===== src/source/knight_cmd_pkg.sv =====
`default_nettype none

// Command word layout and response codes shared by the command path
package knight_cmd_pkg;

  //////////////////////////////////////////////////
  // Opcodes in bits 15:12 of the command word
  //////////////////////////////////////////////////
  // Any code not listed here is rejected with a NAK
  typedef enum logic [3:0] {
    OP_CAL_GYRO = 4'd2,
    OP_MOVE     = 4'd4,
    OP_KNIGHT   = 4'd6
  } cmd_op_t;

  // Field positions within the 16-bit command
  localparam int CMD_OP_MSB  = 15;
  localparam int CMD_OP_LSB  = 12;
  localparam int CMD_HDG_MSB = 11;
  localparam int CMD_HDG_LSB = 4;
  localparam int CMD_ARG_MSB = 3;
  localparam int CMD_ARG_LSB = 0;

  //////////////////////////////////////////////////
  // Response bytes
  //////////////////////////////////////////////////
  // Positive acknowledge when the command ran to completion
  localparam logic [7:0] RESP_ACK = 8'hA5;
  // Negative acknowledge for a clipped move or a bad command
  localparam logic [7:0] RESP_NAK = 8'h5A;

endpackage

`default_nettype wire


===== src/source/knight_board_pkg.sv =====
`default_nettype none

// Board geometry, headings, motion timing and requester tags
package knight_board_pkg;

  // Coordinates run 0..BOARD_MAX on both axes
  localparam int COORD_W = 3;
  localparam logic [COORD_W-1:0] BOARD_MAX = 3'd4;
  localparam logic [COORD_W-1:0] START_XX  = 3'd2;
  localparam logic [COORD_W-1:0] START_YY  = 3'd2;

  // Square count width, matching the command argument field
  localparam int SQ_W = 4;
  // Knight-move index width and the two leg lengths
  localparam int KNIGHT_IDX_W = 3;
  localparam logic [SQ_W-1:0] KNIGHT_LONG  = 4'd2;
  localparam logic [SQ_W-1:0] KNIGHT_SHORT = 4'd1;

  // Travel directions as seen by the executor
  typedef enum logic [1:0] {DIR_NORTH, DIR_WEST, DIR_SOUTH, DIR_EAST} dir_t;

  // Heading codes carried in the command word
  localparam logic [7:0] HDG_NORTH = 8'h00;
  localparam logic [7:0] HDG_WEST  = 8'h3F;
  localparam logic [7:0] HDG_SOUTH = 8'h7F;
  localparam logic [7:0] HDG_EAST  = 8'hBF;

  // Motion and calibration timing in clock cycles
  localparam int SQUARE_CYCLES = 16;
  localparam int SQ_TMR_W      = $clog2(SQUARE_CYCLES);
  localparam int CAL_CYCLES    = 64;
  localparam int CAL_CNT_W     = $clog2(CAL_CYCLES);

  // Owner of the move currently held by the executor
  typedef enum logic {REQ_DECODER, REQ_TOUR} req_tag_t;

endpackage

`default_nettype wire


===== src/source/cmd_decoder.sv =====
`timescale 1ns/1ps
`default_nettype none

// Accepts one command at a time and answers it with one response byte
module cmd_decoder
  import knight_cmd_pkg::*, knight_board_pkg::*;
(
  input  wire logic                    clk,
  input  wire logic                    rst,
  input  wire logic [15:0]             cmd,
  input  wire logic                    cmd_rdy,
  input  wire logic                    dec_grant,
  input  wire logic                    dec_done,
  input  wire logic                    dec_clipped,
  input  wire logic                    leg_done_all,
  input  wire logic                    leg_clipped,
  output logic                         busy,
  output logic                         dec_req,
  output dir_t                         dec_dir,
  output logic [SQ_W-1:0]              dec_squares,
  output logic                         tour_go,
  output logic [KNIGHT_IDX_W-1:0]      tour_index,
  output logic [7:0]                   resp,
  output logic                         resp_rdy
);

  typedef enum logic [2:0] {IDLE, CAL, MOVE_WAIT, TOUR_WAIT, RESPOND} dec_state_t;

  dec_state_t           state;
  cmd_op_t              op;
  dir_t                 hdg_dir;
  logic                 hdg_ok;
  logic [CAL_CNT_W-1:0] cal_cnt;

  //////////////////////////////////////////////////
  // Field decode straight off the command input
  //////////////////////////////////////////////////
  assign op = cmd_op_t'(cmd[CMD_OP_MSB:CMD_OP_LSB]);

  // Only the four cardinal heading codes are legal
  always_comb begin
    hdg_ok  = 1'b1;
    hdg_dir = DIR_NORTH;
    case (cmd[CMD_HDG_MSB:CMD_HDG_LSB])
      HDG_NORTH: hdg_dir = DIR_NORTH;
      HDG_WEST:  hdg_dir = DIR_WEST;
      HDG_SOUTH: hdg_dir = DIR_SOUTH;
      HDG_EAST:  hdg_dir = DIR_EAST;
      default:   hdg_ok  = 1'b0;
    endcase
  end

  // New commands are taken only while idle
  assign busy = (state != IDLE);

  //////////////////////////////////////////////////
  // Command FSM
  //////////////////////////////////////////////////
  always_ff @(posedge clk) begin
    if (rst) begin
      state       <= IDLE;
      dec_req     <= 1'b0;
      dec_dir     <= DIR_NORTH;
      dec_squares <= '0;
      tour_go     <= 1'b0;
      tour_index  <= '0;
      resp        <= RESP_NAK;
      resp_rdy    <= 1'b0;
      cal_cnt     <= '0;
    end else begin
      tour_go  <= 1'b0;
      resp_rdy <= 1'b0;
      case (state)
        IDLE: begin
          if (cmd_rdy) begin
            // A bad heading or opcode is answered in the next cycle
            if (!hdg_ok) begin
              resp  <= RESP_NAK;
              state <= RESPOND;
            end else begin
              case (op)
                OP_CAL_GYRO: begin
                  cal_cnt <= '0;
                  state   <= CAL;
                end
                OP_MOVE: begin
                  dec_req     <= 1'b1;
                  dec_dir     <= hdg_dir;
                  dec_squares <= cmd[CMD_ARG_MSB:CMD_ARG_LSB];
                  state       <= MOVE_WAIT;
                end
                OP_KNIGHT: begin
                  tour_go    <= 1'b1;
                  tour_index <= cmd[CMD_ARG_LSB+KNIGHT_IDX_W-1:CMD_ARG_LSB];
                  state      <= TOUR_WAIT;
                end
                default: begin
                  resp  <= RESP_NAK;
                  state <= RESPOND;
                end
              endcase
            end
          end
        end
        CAL: begin
          // The gyro settles for a fixed time and always succeeds
          if (cal_cnt == CAL_CNT_W'(CAL_CYCLES - 1)) begin
            resp  <= RESP_ACK;
            state <= RESPOND;
          end else begin
            cal_cnt <= cal_cnt + 1'b1;
          end
        end
        MOVE_WAIT: begin
          // Drop the request once the arbiter has taken it
          if (dec_grant) dec_req <= 1'b0;
          if (dec_done) begin
            resp  <= dec_clipped ? RESP_NAK : RESP_ACK;
            state <= RESPOND;
          end
        end
        TOUR_WAIT: begin
          if (leg_done_all) begin
            resp  <= leg_clipped ? RESP_NAK : RESP_ACK;
            state <= RESPOND;
          end
        end
        RESPOND: begin
          resp_rdy <= 1'b1;
          state    <= IDLE;
        end
        default: state <= IDLE;
      endcase
    end
  end

endmodule

`default_nettype wire


===== src/source/tour_sequencer.sv =====
`timescale 1ns/1ps
`default_nettype none

// Runs one knight move as a long leg followed by a short leg
module tour_sequencer
  import knight_board_pkg::*;
(
  input  wire logic                    clk,
  input  wire logic                    rst,
  input  wire logic                    tour_go,
  input  wire logic [KNIGHT_IDX_W-1:0] tour_index,
  input  wire logic                    tour_grant,
  input  wire logic                    tour_done,
  input  wire logic                    tour_clipped,
  output logic                         tour_req,
  output dir_t                         tour_dir,
  output logic [SQ_W-1:0]              tour_squares,
  output logic                         leg_done_all,
  output logic                         leg_clipped
);

  typedef enum logic [1:0] {IDLE, LONG_LEG, SHORT_LEG} tour_state_t;

  tour_state_t             state;
  logic [KNIGHT_IDX_W-1:0] idx;
  logic                    clip_acc;
  dir_t                    long_dir;
  dir_t                    short_dir;

  //////////////////////////////////////////////////
  // Leg lookup
  //////////////////////////////////////////////////
  // Bit 2 picks the axis of the long leg, bit 1 its sign, bit 0 the short sign
  always_comb begin
    if (idx[2]) begin
      long_dir  = idx[1] ? DIR_WEST : DIR_EAST;
      short_dir = idx[0] ? DIR_SOUTH : DIR_NORTH;
    end else begin
      long_dir  = idx[1] ? DIR_SOUTH : DIR_NORTH;
      short_dir = idx[0] ? DIR_WEST : DIR_EAST;
    end
  end

  // Request data follows the leg in progress and is stable while requesting
  assign tour_dir     = (state == SHORT_LEG) ? short_dir : long_dir;
  assign tour_squares = (state == SHORT_LEG) ? KNIGHT_SHORT : KNIGHT_LONG;

  always_ff @(posedge clk) begin
    if (tour_go && state == IDLE) idx <= tour_index;
  end

  //////////////////////////////////////////////////
  // Leg FSM
  //////////////////////////////////////////////////
  always_ff @(posedge clk) begin
    if (rst) begin
      state        <= IDLE;
      tour_req     <= 1'b0;
      clip_acc     <= 1'b0;
      leg_done_all <= 1'b0;
      leg_clipped  <= 1'b0;
    end else begin
      leg_done_all <= 1'b0;
      case (state)
        IDLE: begin
          if (tour_go) begin
            clip_acc <= 1'b0;
            tour_req <= 1'b1;
            state    <= LONG_LEG;
          end
        end
        LONG_LEG: begin
          if (tour_grant) tour_req <= 1'b0;
          // The short leg still runs after a clipped long leg
          if (tour_done) begin
            clip_acc <= tour_clipped;
            tour_req <= 1'b1;
            state    <= SHORT_LEG;
          end
        end
        SHORT_LEG: begin
          if (tour_grant) tour_req <= 1'b0;
          if (tour_done) begin
            leg_done_all <= 1'b1;
            leg_clipped  <= clip_acc | tour_clipped;
            state        <= IDLE;
          end
        end
        default: state <= IDLE;
      endcase
    end
  end

endmodule

`default_nettype wire


===== src/source/move_arbiter.sv =====
`timescale 1ns/1ps
`default_nettype none

// Shares the move executor between the decoder and the tour sequencer
module move_arbiter
  import knight_board_pkg::*;
(
  input  wire logic            clk,
  input  wire logic            rst,
  input  wire logic            dec_req,
  input  wire dir_t            dec_dir,
  input  wire logic [SQ_W-1:0] dec_squares,
  input  wire logic            tour_req,
  input  wire dir_t            tour_dir,
  input  wire logic [SQ_W-1:0] tour_squares,
  input  wire logic            exe_done,
  input  wire logic            exe_clipped,
  output logic                 dec_grant,
  output logic                 tour_grant,
  output logic                 exe_start,
  output dir_t                 exe_dir,
  output logic [SQ_W-1:0]      exe_squares,
  output logic                 dec_done,
  output logic                 dec_clipped,
  output logic                 tour_done,
  output logic                 tour_clipped
);

  // Set from grant to completion so only one move is ever in flight
  logic     in_flight;
  req_tag_t owner;

  //////////////////////////////////////////////////
  // Grant and completion routing
  //////////////////////////////////////////////////
  always_ff @(posedge clk) begin
    if (rst) begin
      in_flight  <= 1'b0;
      owner      <= REQ_DECODER;
      dec_grant  <= 1'b0;
      tour_grant <= 1'b0;
      exe_start  <= 1'b0;
      dec_done   <= 1'b0;
      tour_done  <= 1'b0;
    end else begin
      dec_grant  <= 1'b0;
      tour_grant <= 1'b0;
      exe_start  <= 1'b0;
      dec_done   <= 1'b0;
      tour_done  <= 1'b0;
      if (in_flight) begin
        if (exe_done) begin
          in_flight <= 1'b0;
          if (owner == REQ_TOUR) tour_done <= 1'b1;
          else dec_done <= 1'b1;
        end
      end else if (tour_req) begin
        // Tour legs win so a knight move is never split by a decoder move
        tour_grant <= 1'b1;
        exe_start  <= 1'b1;
        owner      <= REQ_TOUR;
        in_flight  <= 1'b1;
      end else if (dec_req) begin
        dec_grant <= 1'b1;
        exe_start <= 1'b1;
        owner     <= REQ_DECODER;
        in_flight <= 1'b1;
      end
    end
  end

  // Move data is captured alongside the grant and held while in flight
  always_ff @(posedge clk) begin
    if (!in_flight) begin
      exe_dir     <= tour_req ? tour_dir : dec_dir;
      exe_squares <= tour_req ? tour_squares : dec_squares;
    end
    if (exe_done) begin
      dec_clipped  <= exe_clipped;
      tour_clipped <= exe_clipped;
    end
  end

endmodule

`default_nettype wire


===== src/source/move_executor.sv =====
`timescale 1ns/1ps
`default_nettype none

// Steps the robot square by square and stops at the board edge
module move_executor
  import knight_board_pkg::*;
(
  input  wire logic            clk,
  input  wire logic            rst,
  input  wire logic            exe_start,
  input  wire dir_t            exe_dir,
  input  wire logic [SQ_W-1:0] exe_squares,
  output logic                 exe_done,
  output logic                 exe_clipped,
  output logic [COORD_W-1:0]   xx,
  output logic [COORD_W-1:0]   yy
);

  logic                active;
  dir_t                dir_q;
  logic [SQ_W-1:0]     rem;
  logic [SQ_TMR_W-1:0] sq_tmr;
  logic [COORD_W-1:0]  step_xx;
  logic [COORD_W-1:0]  step_yy;

  // True when one more step in direction d would leave the board
  function automatic logic at_edge(input dir_t d, input logic [COORD_W-1:0] x,
                                   input logic [COORD_W-1:0] y);
    case (d)
      DIR_NORTH: at_edge = (y == BOARD_MAX);
      DIR_SOUTH: at_edge = (y == '0);
      DIR_EAST:  at_edge = (x == BOARD_MAX);
      default:   at_edge = (x == '0);
    endcase
  endfunction

  //////////////////////////////////////////////////
  // Position after the next square
  //////////////////////////////////////////////////
  // North and east count up, south and west count down
  always_comb begin
    step_xx = xx;
    step_yy = yy;
    case (dir_q)
      DIR_NORTH: step_yy = yy + COORD_W'(1);
      DIR_SOUTH: step_yy = yy - COORD_W'(1);
      DIR_EAST:  step_xx = xx + COORD_W'(1);
      default:   step_xx = xx - COORD_W'(1);
    endcase
  end

  always_ff @(posedge clk) begin
    if (exe_start) dir_q <= exe_dir;
  end

  //////////////////////////////////////////////////
  // Square timer and stepping
  //////////////////////////////////////////////////
  always_ff @(posedge clk) begin
    if (rst) begin
      active      <= 1'b0;
      rem         <= '0;
      sq_tmr      <= '0;
      exe_done    <= 1'b0;
      exe_clipped <= 1'b0;
      xx          <= START_XX;
      yy          <= START_YY;
    end else begin
      exe_done <= 1'b0;
      if (exe_start) begin
        rem <= exe_squares;
        // The start cycle counts as the first cycle of the first square
        sq_tmr <= SQ_TMR_W'(1);
        if (exe_squares == '0) begin
          exe_done    <= 1'b1;
          exe_clipped <= 1'b0;
        end else if (at_edge(exe_dir, xx, yy)) begin
          // Already against the edge, so nothing moves
          exe_done    <= 1'b1;
          exe_clipped <= 1'b1;
        end else begin
          active <= 1'b1;
        end
      end else if (active) begin
        if (sq_tmr == SQ_TMR_W'(SQUARE_CYCLES - 1)) begin
          xx     <= step_xx;
          yy     <= step_yy;
          rem    <= rem - 1'b1;
          sq_tmr <= '0;
          if (rem == SQ_W'(1)) begin
            active      <= 1'b0;
            exe_done    <= 1'b1;
            exe_clipped <= 1'b0;
          end else if (at_edge(dir_q, step_xx, step_yy)) begin
            // Squares are left but the next one is off the board
            active      <= 1'b0;
            exe_done    <= 1'b1;
            exe_clipped <= 1'b1;
          end
        end else begin
          sq_tmr <= sq_tmr + 1'b1;
        end
      end
    end
  end

endmodule

`default_nettype wire


===== src/source/knights_tour_cmd.sv =====
`timescale 1ns/1ps
`default_nettype none

// Command and motion core of the knight robot
module knights_tour_cmd
  import knight_board_pkg::*;
(
  input  wire logic               clk,
  input  wire logic               rst,
  input  wire logic [15:0]        cmd,
  input  wire logic               cmd_rdy,
  output logic                    busy,
  output logic [7:0]              resp,
  output logic                    resp_rdy,
  output logic [COORD_W-1:0]      xx,
  output logic [COORD_W-1:0]      yy
);

  // Decoder and sequencer side of the arbiter
  logic                    dec_req, dec_grant, dec_done, dec_clipped;
  dir_t                    dec_dir;
  logic [SQ_W-1:0]         dec_squares;
  logic                    tour_req, tour_grant, tour_done, tour_clipped;
  dir_t                    tour_dir;
  logic [SQ_W-1:0]         tour_squares;
  logic                    tour_go, leg_done_all, leg_clipped;
  logic [KNIGHT_IDX_W-1:0] tour_index;
  // Executor side
  logic                    exe_start, exe_done, exe_clipped;
  dir_t                    exe_dir;
  logic [SQ_W-1:0]         exe_squares;

  cmd_decoder i_decoder (
    .clk(clk), .rst(rst), .cmd(cmd), .cmd_rdy(cmd_rdy),
    .dec_grant(dec_grant), .dec_done(dec_done), .dec_clipped(dec_clipped),
    .leg_done_all(leg_done_all), .leg_clipped(leg_clipped),
    .busy(busy), .dec_req(dec_req), .dec_dir(dec_dir), .dec_squares(dec_squares),
    .tour_go(tour_go), .tour_index(tour_index), .resp(resp), .resp_rdy(resp_rdy)
  );

  tour_sequencer i_tour (
    .clk(clk), .rst(rst), .tour_go(tour_go), .tour_index(tour_index),
    .tour_grant(tour_grant), .tour_done(tour_done), .tour_clipped(tour_clipped),
    .tour_req(tour_req), .tour_dir(tour_dir), .tour_squares(tour_squares),
    .leg_done_all(leg_done_all), .leg_clipped(leg_clipped)
  );

  move_arbiter i_arbiter (
    .clk(clk), .rst(rst),
    .dec_req(dec_req), .dec_dir(dec_dir), .dec_squares(dec_squares),
    .tour_req(tour_req), .tour_dir(tour_dir), .tour_squares(tour_squares),
    .exe_done(exe_done), .exe_clipped(exe_clipped),
    .dec_grant(dec_grant), .tour_grant(tour_grant),
    .exe_start(exe_start), .exe_dir(exe_dir), .exe_squares(exe_squares),
    .dec_done(dec_done), .dec_clipped(dec_clipped),
    .tour_done(tour_done), .tour_clipped(tour_clipped)
  );

  move_executor i_executor (
    .clk(clk), .rst(rst), .exe_start(exe_start), .exe_dir(exe_dir),
    .exe_squares(exe_squares), .exe_done(exe_done), .exe_clipped(exe_clipped),
    .xx(xx), .yy(yy)
  );

endmodule

`default_nettype wire


===== config.mk =====
export PLATFORM = sky130hd
export DESIGN_NAME = knights_tour_cmd
export DESIGN_NICKNAME = d
export VERILOG_FILES = /design/src/source/knight_cmd_pkg.sv /design/src/source/knight_board_pkg.sv /design/src/source/cmd_decoder.sv /design/src/source/tour_sequencer.sv /design/src/source/move_arbiter.sv /design/src/source/move_executor.sv /design/src/source/knights_tour_cmd.sv
export SDC_FILE = /design/constraint.sdc
export NUM_CORES = 1
export LEC_CHECK = 0
export BUFFER_PORTS_ARGS = -buffer_cell sky130_fd_sc_hd__buf_2
export CAP_MARGIN = 20
export CORE_MARGIN = 2
export CORE_UTILIZATION = 55
export DETAILED_ROUTE_END_ITERATION = 8
export HOLD_SLACK_MARGIN = 0.02
export PLACE_DENSITY = 0.76
export SKIP_CTS_REPAIR_TIMING = 1
export SLEW_MARGIN = 40
export SYNTH_ARGS = -nofsm -noshare
export SYNTH_HDL_FRONTEND = slang
export SYNTH_SLANG_ARGS = --single-unit

===== constraint.sdc =====
create_clock -name clk -period 4.5 [get_ports clk]
set_clock_uncertainty 0.15 [all_clocks]
set_input_delay 0.9 -clock clk [delete_from_list [all_inputs] [get_ports clk]]
set_output_delay 0.9 -clock clk [all_outputs]
set_load 0.02 [all_outputs]

# ---- Yosys cells after proc, flatten, opt, wreduce, memory -nomap -nowiden
# Index checks and enable logic that the tools add are counted.
dict set report totals {
  regBits 71
  output_inout_bits 16
}
dict set report op_classes {
  addsub 7
  eq_ne 39
  n_mux 100
  bitwise_logic 8
  reduce_logical 45
}
# cell count
set ops {}
lappend ops {{$mux 8} 8}
lappend ops {{$mux 1} 53}
lappend ops {{$pmux 8 s4} 1}
lappend ops {{$mux 2} 12}
lappend ops {{$mux 6} 4}
lappend ops {{$mux 4} 5}
lappend ops {{$reduce_and 4->1} 4}
lappend ops {{$eq 3x3->1 const B} 5}
lappend ops {{$logic_not 3->1} 5}
lappend ops {{$mux 3} 5}
lappend ops {{$ne 2x1->1 const B} 7}
lappend ops {{$ne 2x2->1 const B} 7}
lappend ops {{$pmux 2 s3} 2}
lappend ops {{$pmux 3 s2} 2}
lappend ops {{$pmux 3 s4} 1}
lappend ops {{$pmux 6 s2} 1}
lappend ops {{$reduce_bool 2->1} 6}
lappend ops {{$eq 2x2->1 const B} 5}
lappend ops {{$reduce_and 2->1} 5}
lappend ops {{$reduce_and 5->1} 2}
lappend ops {{$pmux 1 s3} 3}
lappend ops {{$pmux 3 s3} 1}
lappend ops {{$reduce_and 3->1} 3}
lappend ops {{$reduce_bool 3->1} 3}
lappend ops {{30 further kinds} 49}

# ---- Longest topological paths before layout
dict set report depth {
  depth_word 15
  mapped_depth 11
}

# ---- Hierarchy
# From an unflattened synthesis, not the netlist that was laid out.
dict set report unflattened {
  cells_unflattened 368
  area_unflattened_um2 3543.4
}
# mod n_inst cells_each area_per_inst_um2
set modules_own_cells {}
lappend modules_own_cells {move_executor 1 145 1258.7}
lappend modules_own_cells {cmd_decoder 1 139 1251.2}
lappend modules_own_cells {move_arbiter 1 34 528.0}
lappend modules_own_cells {tour_sequencer 1 50 505.5}

# ---- Least setup slack after synthesis
# OpenSTA, ideal clock, no wires.
dict set report synth_timing {
  path_kind {in2reg}
  from {in cmd[8]}
  to {reg i_decoder.tour_index[0]}
  setup_ps 128
  t_arrival_ps 2417
  required_ps 4222
  setup_slack_ps 1805
  stages 8
  n_path_buf 1
  path_cell_list {or4_1 -> nor4_2 -> o21a_2 -> nand4_4 -> or2_1 -> buf_6 -> mux2i_1 -> nor2_1}
}
dict set report synth_between {
  elab_chain_cells 4
}
# element line
set synth_rtl {}
lappend synth_rtl {{start: declaration} knights_tour_cmd.sv:10} ;# input wire logic [15:0] cmd,
lappend synth_rtl {{$eq 8x6->1 (tied with other cells)} cmd_decoder.sv:44} ;# case (cmd[CMD_HDG_MSB:CMD_HDG_LSB])
lappend synth_rtl {{$reduce_or 4->1 (no line) *} --}
lappend synth_rtl {{$mux 1 *} cmd_decoder.sv:44}
lappend synth_rtl {{$reduce_and 4->1 (no line) *} --}
lappend synth_rtl {{end signal: assignment} cmd_decoder.sv:94} ;# tour_index <= cmd[CMD_ARG_LSB+KNIGHT_IDX_W-1:CMD_ARG_LSB];
lappend synth_rtl {{end: declaration} cmd_decoder.sv:22} ;# output logic [KNIGHT_IDX_W-1:0] tour_index,
# Every way passes the cells marked *; elsewhere a longest branch is shown, timed or not.
# A chain may end at the register's enable or synchronous reset.

# ---- Final worst setup path
dict set report layout_timing {
  from {reg i_executor.dir_q[0]}
  to {reg i_executor.exe_clipped}
}
dict set report layout_between {
  elab_chain_cells 12
}
# element line
set layout_rtl {}
lappend layout_rtl {{start: declaration} move_executor.sv:20} ;# dir_t dir_q;
lappend layout_rtl {{start signal: assignment} move_executor.sv:53} ;# if (exe_start) dir_q <= exe_dir;
lappend layout_rtl {{$eq 2x2->1 or $logic_not 2->1 (tied branches)} {move_executor.sv:29, move_executor.sv:44}}
lappend layout_rtl {{$reduce_or 2->1 (no line)} --}
lappend layout_rtl {{$pmux 3 s2} move_executor.sv:44} ;# case (dir_q)
lappend layout_rtl {{$eq 3x3->1 or $logic_not 3->1 (tied branches)} {move_executor.sv:32, move_executor.sv:33}}
lappend layout_rtl {{$pmux 1 s3 *} move_executor.sv:29} ;# case (d)
lappend layout_rtl {{$mux 1 *} move_executor.sv:90} ;# if (rem == SQ_W'(1)) begin
lappend layout_rtl {{$mux 1 *} move_executor.sv:85} ;# if (sq_tmr == SQ_TMR_W'(SQUARE_CYCLES - 1)) begin
lappend layout_rtl {{$mux 1 *} move_executor.sv:84} ;# end else if (active) begin
lappend layout_rtl {{$mux 1 *} move_executor.sv:70} ;# if (exe_start) begin
lappend layout_rtl {{$mux 1 *} move_executor.sv:60} ;# if (rst) begin
lappend layout_rtl {{$reduce_bool 3->1 (no line) *} --}
lappend layout_rtl {{$reduce_and 4->1 (no line) *} --}
lappend layout_rtl {{end signal: assignment} move_executor.sv:65} ;# exe_clipped <= 1'b0;
lappend layout_rtl {{end signal: assignment} move_executor.sv:76} ;# exe_clipped <= 1'b0;
lappend layout_rtl {{end signal: assignment} move_executor.sv:80} ;# exe_clipped <= 1'b1;
lappend layout_rtl {{end: declaration} move_executor.sv:14} ;# output logic exe_clipped,
# Every way passes the cells marked *; elsewhere a longest branch is shown, timed or not. The select of a mux whose other input is x is not followed.

==> run summary <==
Setup-failing EPs final -> 0
Outcome -> finished clean
Hpwl dp -> 4820 um
Area leader, netlist -> dfxtp_1
Initial core utilization -> 56.2%
Mapped Avg Cell Area -> 9.01 um2
Global Route Usage Sum -> 21.1%
Reg area -> 1420 um2
Post-synthesis mux area share -> 3.43%
Hold/Removal Path Class -> reg2reg
CTS tree -> yes
IO Port Bufs -> 34
Clock insertion delay at the later pin of the skew report -> 0.32 ns
# rows -> 28
Max rail drop VDD -> 0.166 mV
CORE AREA -> 5850 um2
Clock sink count -> 65
Top post-synthesis cells by area -> dfxtp_1 (32%), edfxtp_1 (11%), ha_1 (6.5%)
Critical Path End Type -> flop
Vias in the first global route -> 2,441
Diode count -> 0
Commonest non-fill, non-tap cell in the layout -> dfxtp_1
Routed Antenna Nets -> 0
Starting DRT DRC Count -> 144
Largest net degree at the start of global routing -> 27
Die Ht -> 81.3 um
R2R setup slack -> 1.60 ns
Synthesized net count -> 402
YS warnings -> 0
Top_reg_cell synth -> dfxtp_1
Gp weighted congestion -> 0.787
Critical R2R Launch -> i_executor.dir_q[0]
Clock root cell -> clkbuf_8
Avg WL per Cell -> 13.7 um
Post-synth EDFFs -> 12
CP Max Fanout -> 5
Initial antenna violation count -> 0
Worst-path clk slew -> 0.07 ns
Synth top area share -> 32.3%
Slew Limit Fails -> 0
Hold EP -> i_tour.idx[1]
Max Cap Viol -> 0
Fraction of layout cells with a size suffix above 1 -> 15.7%
Nets -> 428
Mapped Area -> 3290 um2
Ports -> 35
Setup TNS -> 0 ns
DRC viols -> 0
CTS Buf Count -> 9
Final wirelength -> 6450 um
XOR/XNOR Fraction of Synth Area -> 4.26%
Critical path type -> reg2reg
Power per cell area -> 303 nW/um2
CP required -> 4.55 ns
Layout area overhead -> 10.4%
Maximum root-to-sink buffer count -> 2
Die area -> 6610 um2
Worst-Margin Slew -> 0.713 ns
Post-synthesis cell type count -> 58
RR Endpoint -> i_executor.exe_clipped
Compound-cell area share of the yosys netlist -> 15.5%
Register area share after synthesis -> 43.2%
Critical Path Source Type -> flop
Via count -> 2,619
Global-route wire length before repair -> 10,800 um
Count of final hold-check violations -> 0
Lkg Pwr -> 0.00144 uW
Commonest non-fill, non-tap cells in the layout -> dfxtp_1 (53), nor2_1 (45), buf_2 (34)
Crit path DAT -> 2.95 ns
Post-Syn Instances -> 365
F_max -> 345 MHz
Worst Hold Depth -> 0
Remaining global-route overflow -> 0
#FFs+latches synth -> 65
Hold slack -> 0.283 ns
RSZ-0062 raised after global routing -> false
Area of the multi-input gates -> 1670 um2
Pre-antenna DRT Iters -> 4
Layout filler cell count -> 518
Post-layout min period -> 2.90 ns
Die W -> 81.3 um
Worst R2R Path Depth -> 11
Max_slew headroom -> 52.4%
Final worst-path cycle share -> 64.4%
Simple-Gate Fraction of Synth Area -> 20.5%
Async SR Flop Fraction -> 0%
Largest family of logic cells by synthesized area -> simple AND/OR/NAND/NOR gates
Post-Synth Adder-Cell Area -> 7.08%
Hold Crit Start -> i_decoder.tour_index[1]
Vias per cell -> 5.57
H-tree depth -> 3
[cells in the mapped netlist, types with 3 or more instances]
master	count
ha_1	17
o21ai_0	13
nor2_1	45
nand2b_1	8
nor3_1	8
nand3b_1	3
inv_1	24
a31oi_1	3
nor4_1	6
a21o_1	3
nand2_1	24
mux2i_1	9
a211oi_1	6
edfxtp_1	12
nand3_1	7
xnor2_1	6
and3_1	5
a311oi_1	6
buf_4	6
nor2b_1	4
dfxtp_1	53
clkbuf_1	10
xor2_1	10
a21oi_1	30
nand4_1	4
[flip-flops by register name (all words and copies together), names as in the netlist, 2 cells and up]
register and flops:
i_executor.rem 4, i_executor.dir_q 2, i_executor.yy 3, i_decoder.tour_index 3, i_tour.idx 3, i_arbiter.exe_squares 4, i_decoder.dec_squares 4, i_tour.state 2
i_arbiter.exe_dir 2, i_decoder.dec_dir 2, i_executor.sq_tmr 4, i_executor.xx 3, i_decoder.state 3, i_decoder.cal_cnt 6, i_decoder.resp 2
[metrics by stage]
step                      util, %  setup WS [ns]  total power, uW  cell area, um2  instances
after global placement       59.0           1.59              682            3450        455
after floorplan                 -           1.81              660            3290        365
after global routing         62.0           1.37             1140            3630        470
final                        62.0           1.60             1100            3630        470
after CTS                    62.0           1.61             1110            3630        470
after detailed placement     59.1           1.55              683            3460        455
[cell families after synthesis]
family | after synthesis
AO/OA/AOI/OAI | 80
XOR/XNOR | 16
adder cells (fa/ha/maj) | 18
buffers and inverters | 44
flip-flops | 65
multiplexers | 11
AND/OR/NAND/NOR | 131
[metal layers]
metal | part of all wire, % | GRT usage, % | vias to the layer above
met5 | 0 | 0 | -
met4 | 1.1 | 5.76 | 0
met3 | 4.2 | 5.33 | 9
met2 | 47 | 34.8 | 48
met1 | 47 | 27.3 | 1226
li1 | - | - | 1336
[critical path, cell delays in order, from the launching register on]
cell	delay, ns
edfxtp_1	0.48
inv_1	0.15
ha_1	0.27
xor2_1	0.17
ha_1	0.23
o21ai_0	0.09
a221oi_1	0.42
xor2_1	0.12
a31o_2	0.23
o21ba_2	0.21
o21ai_0	0.17
o41ai_1	0.09
[worst max path at each step]
stage	slack, ns	endpoint	from	cells past startpoint
2_1_floorplan	1.81	i_decoder.tour_index[0]	cmd[8]	8
3_3_place_gp	1.59	i_decoder.cal_cnt[1]	cmd[8]	8
3_5_place_dp	1.55	i_decoder.cal_cnt[1]	cmd[11]	8
4_1_cts	1.61	i_executor.exe_clipped	i_executor.dir_q[0]	11
5_1_grt	1.37	i_executor.exe_clipped	i_executor.dir_q[0]	11
6_report	1.60	i_executor.exe_clipped	i_executor.dir_q[0]	11
[power breakdown]
group	internal [uW]	leakage (uW)	total, uW	switching, uW
Sequential	595	0.000564	601	5.58
Clock	225	0.0000882	431	206
Combinational	24.2	0.000790	69.7	45.5
Total	845	0.00144	1100	257
[final cells by class]
cell class                      instances  area share (%)
Sequential cell                        65            39.2
Tap cell                               75            2.59
Inverter                               24            2.48
Clock inverter                          3           0.483
Clock buffer                           12            4.27
Multi-Input combinational cell        256            46.1
Timing Repair Buffer                   35            4.89
(Power assumes the default switching activity.)
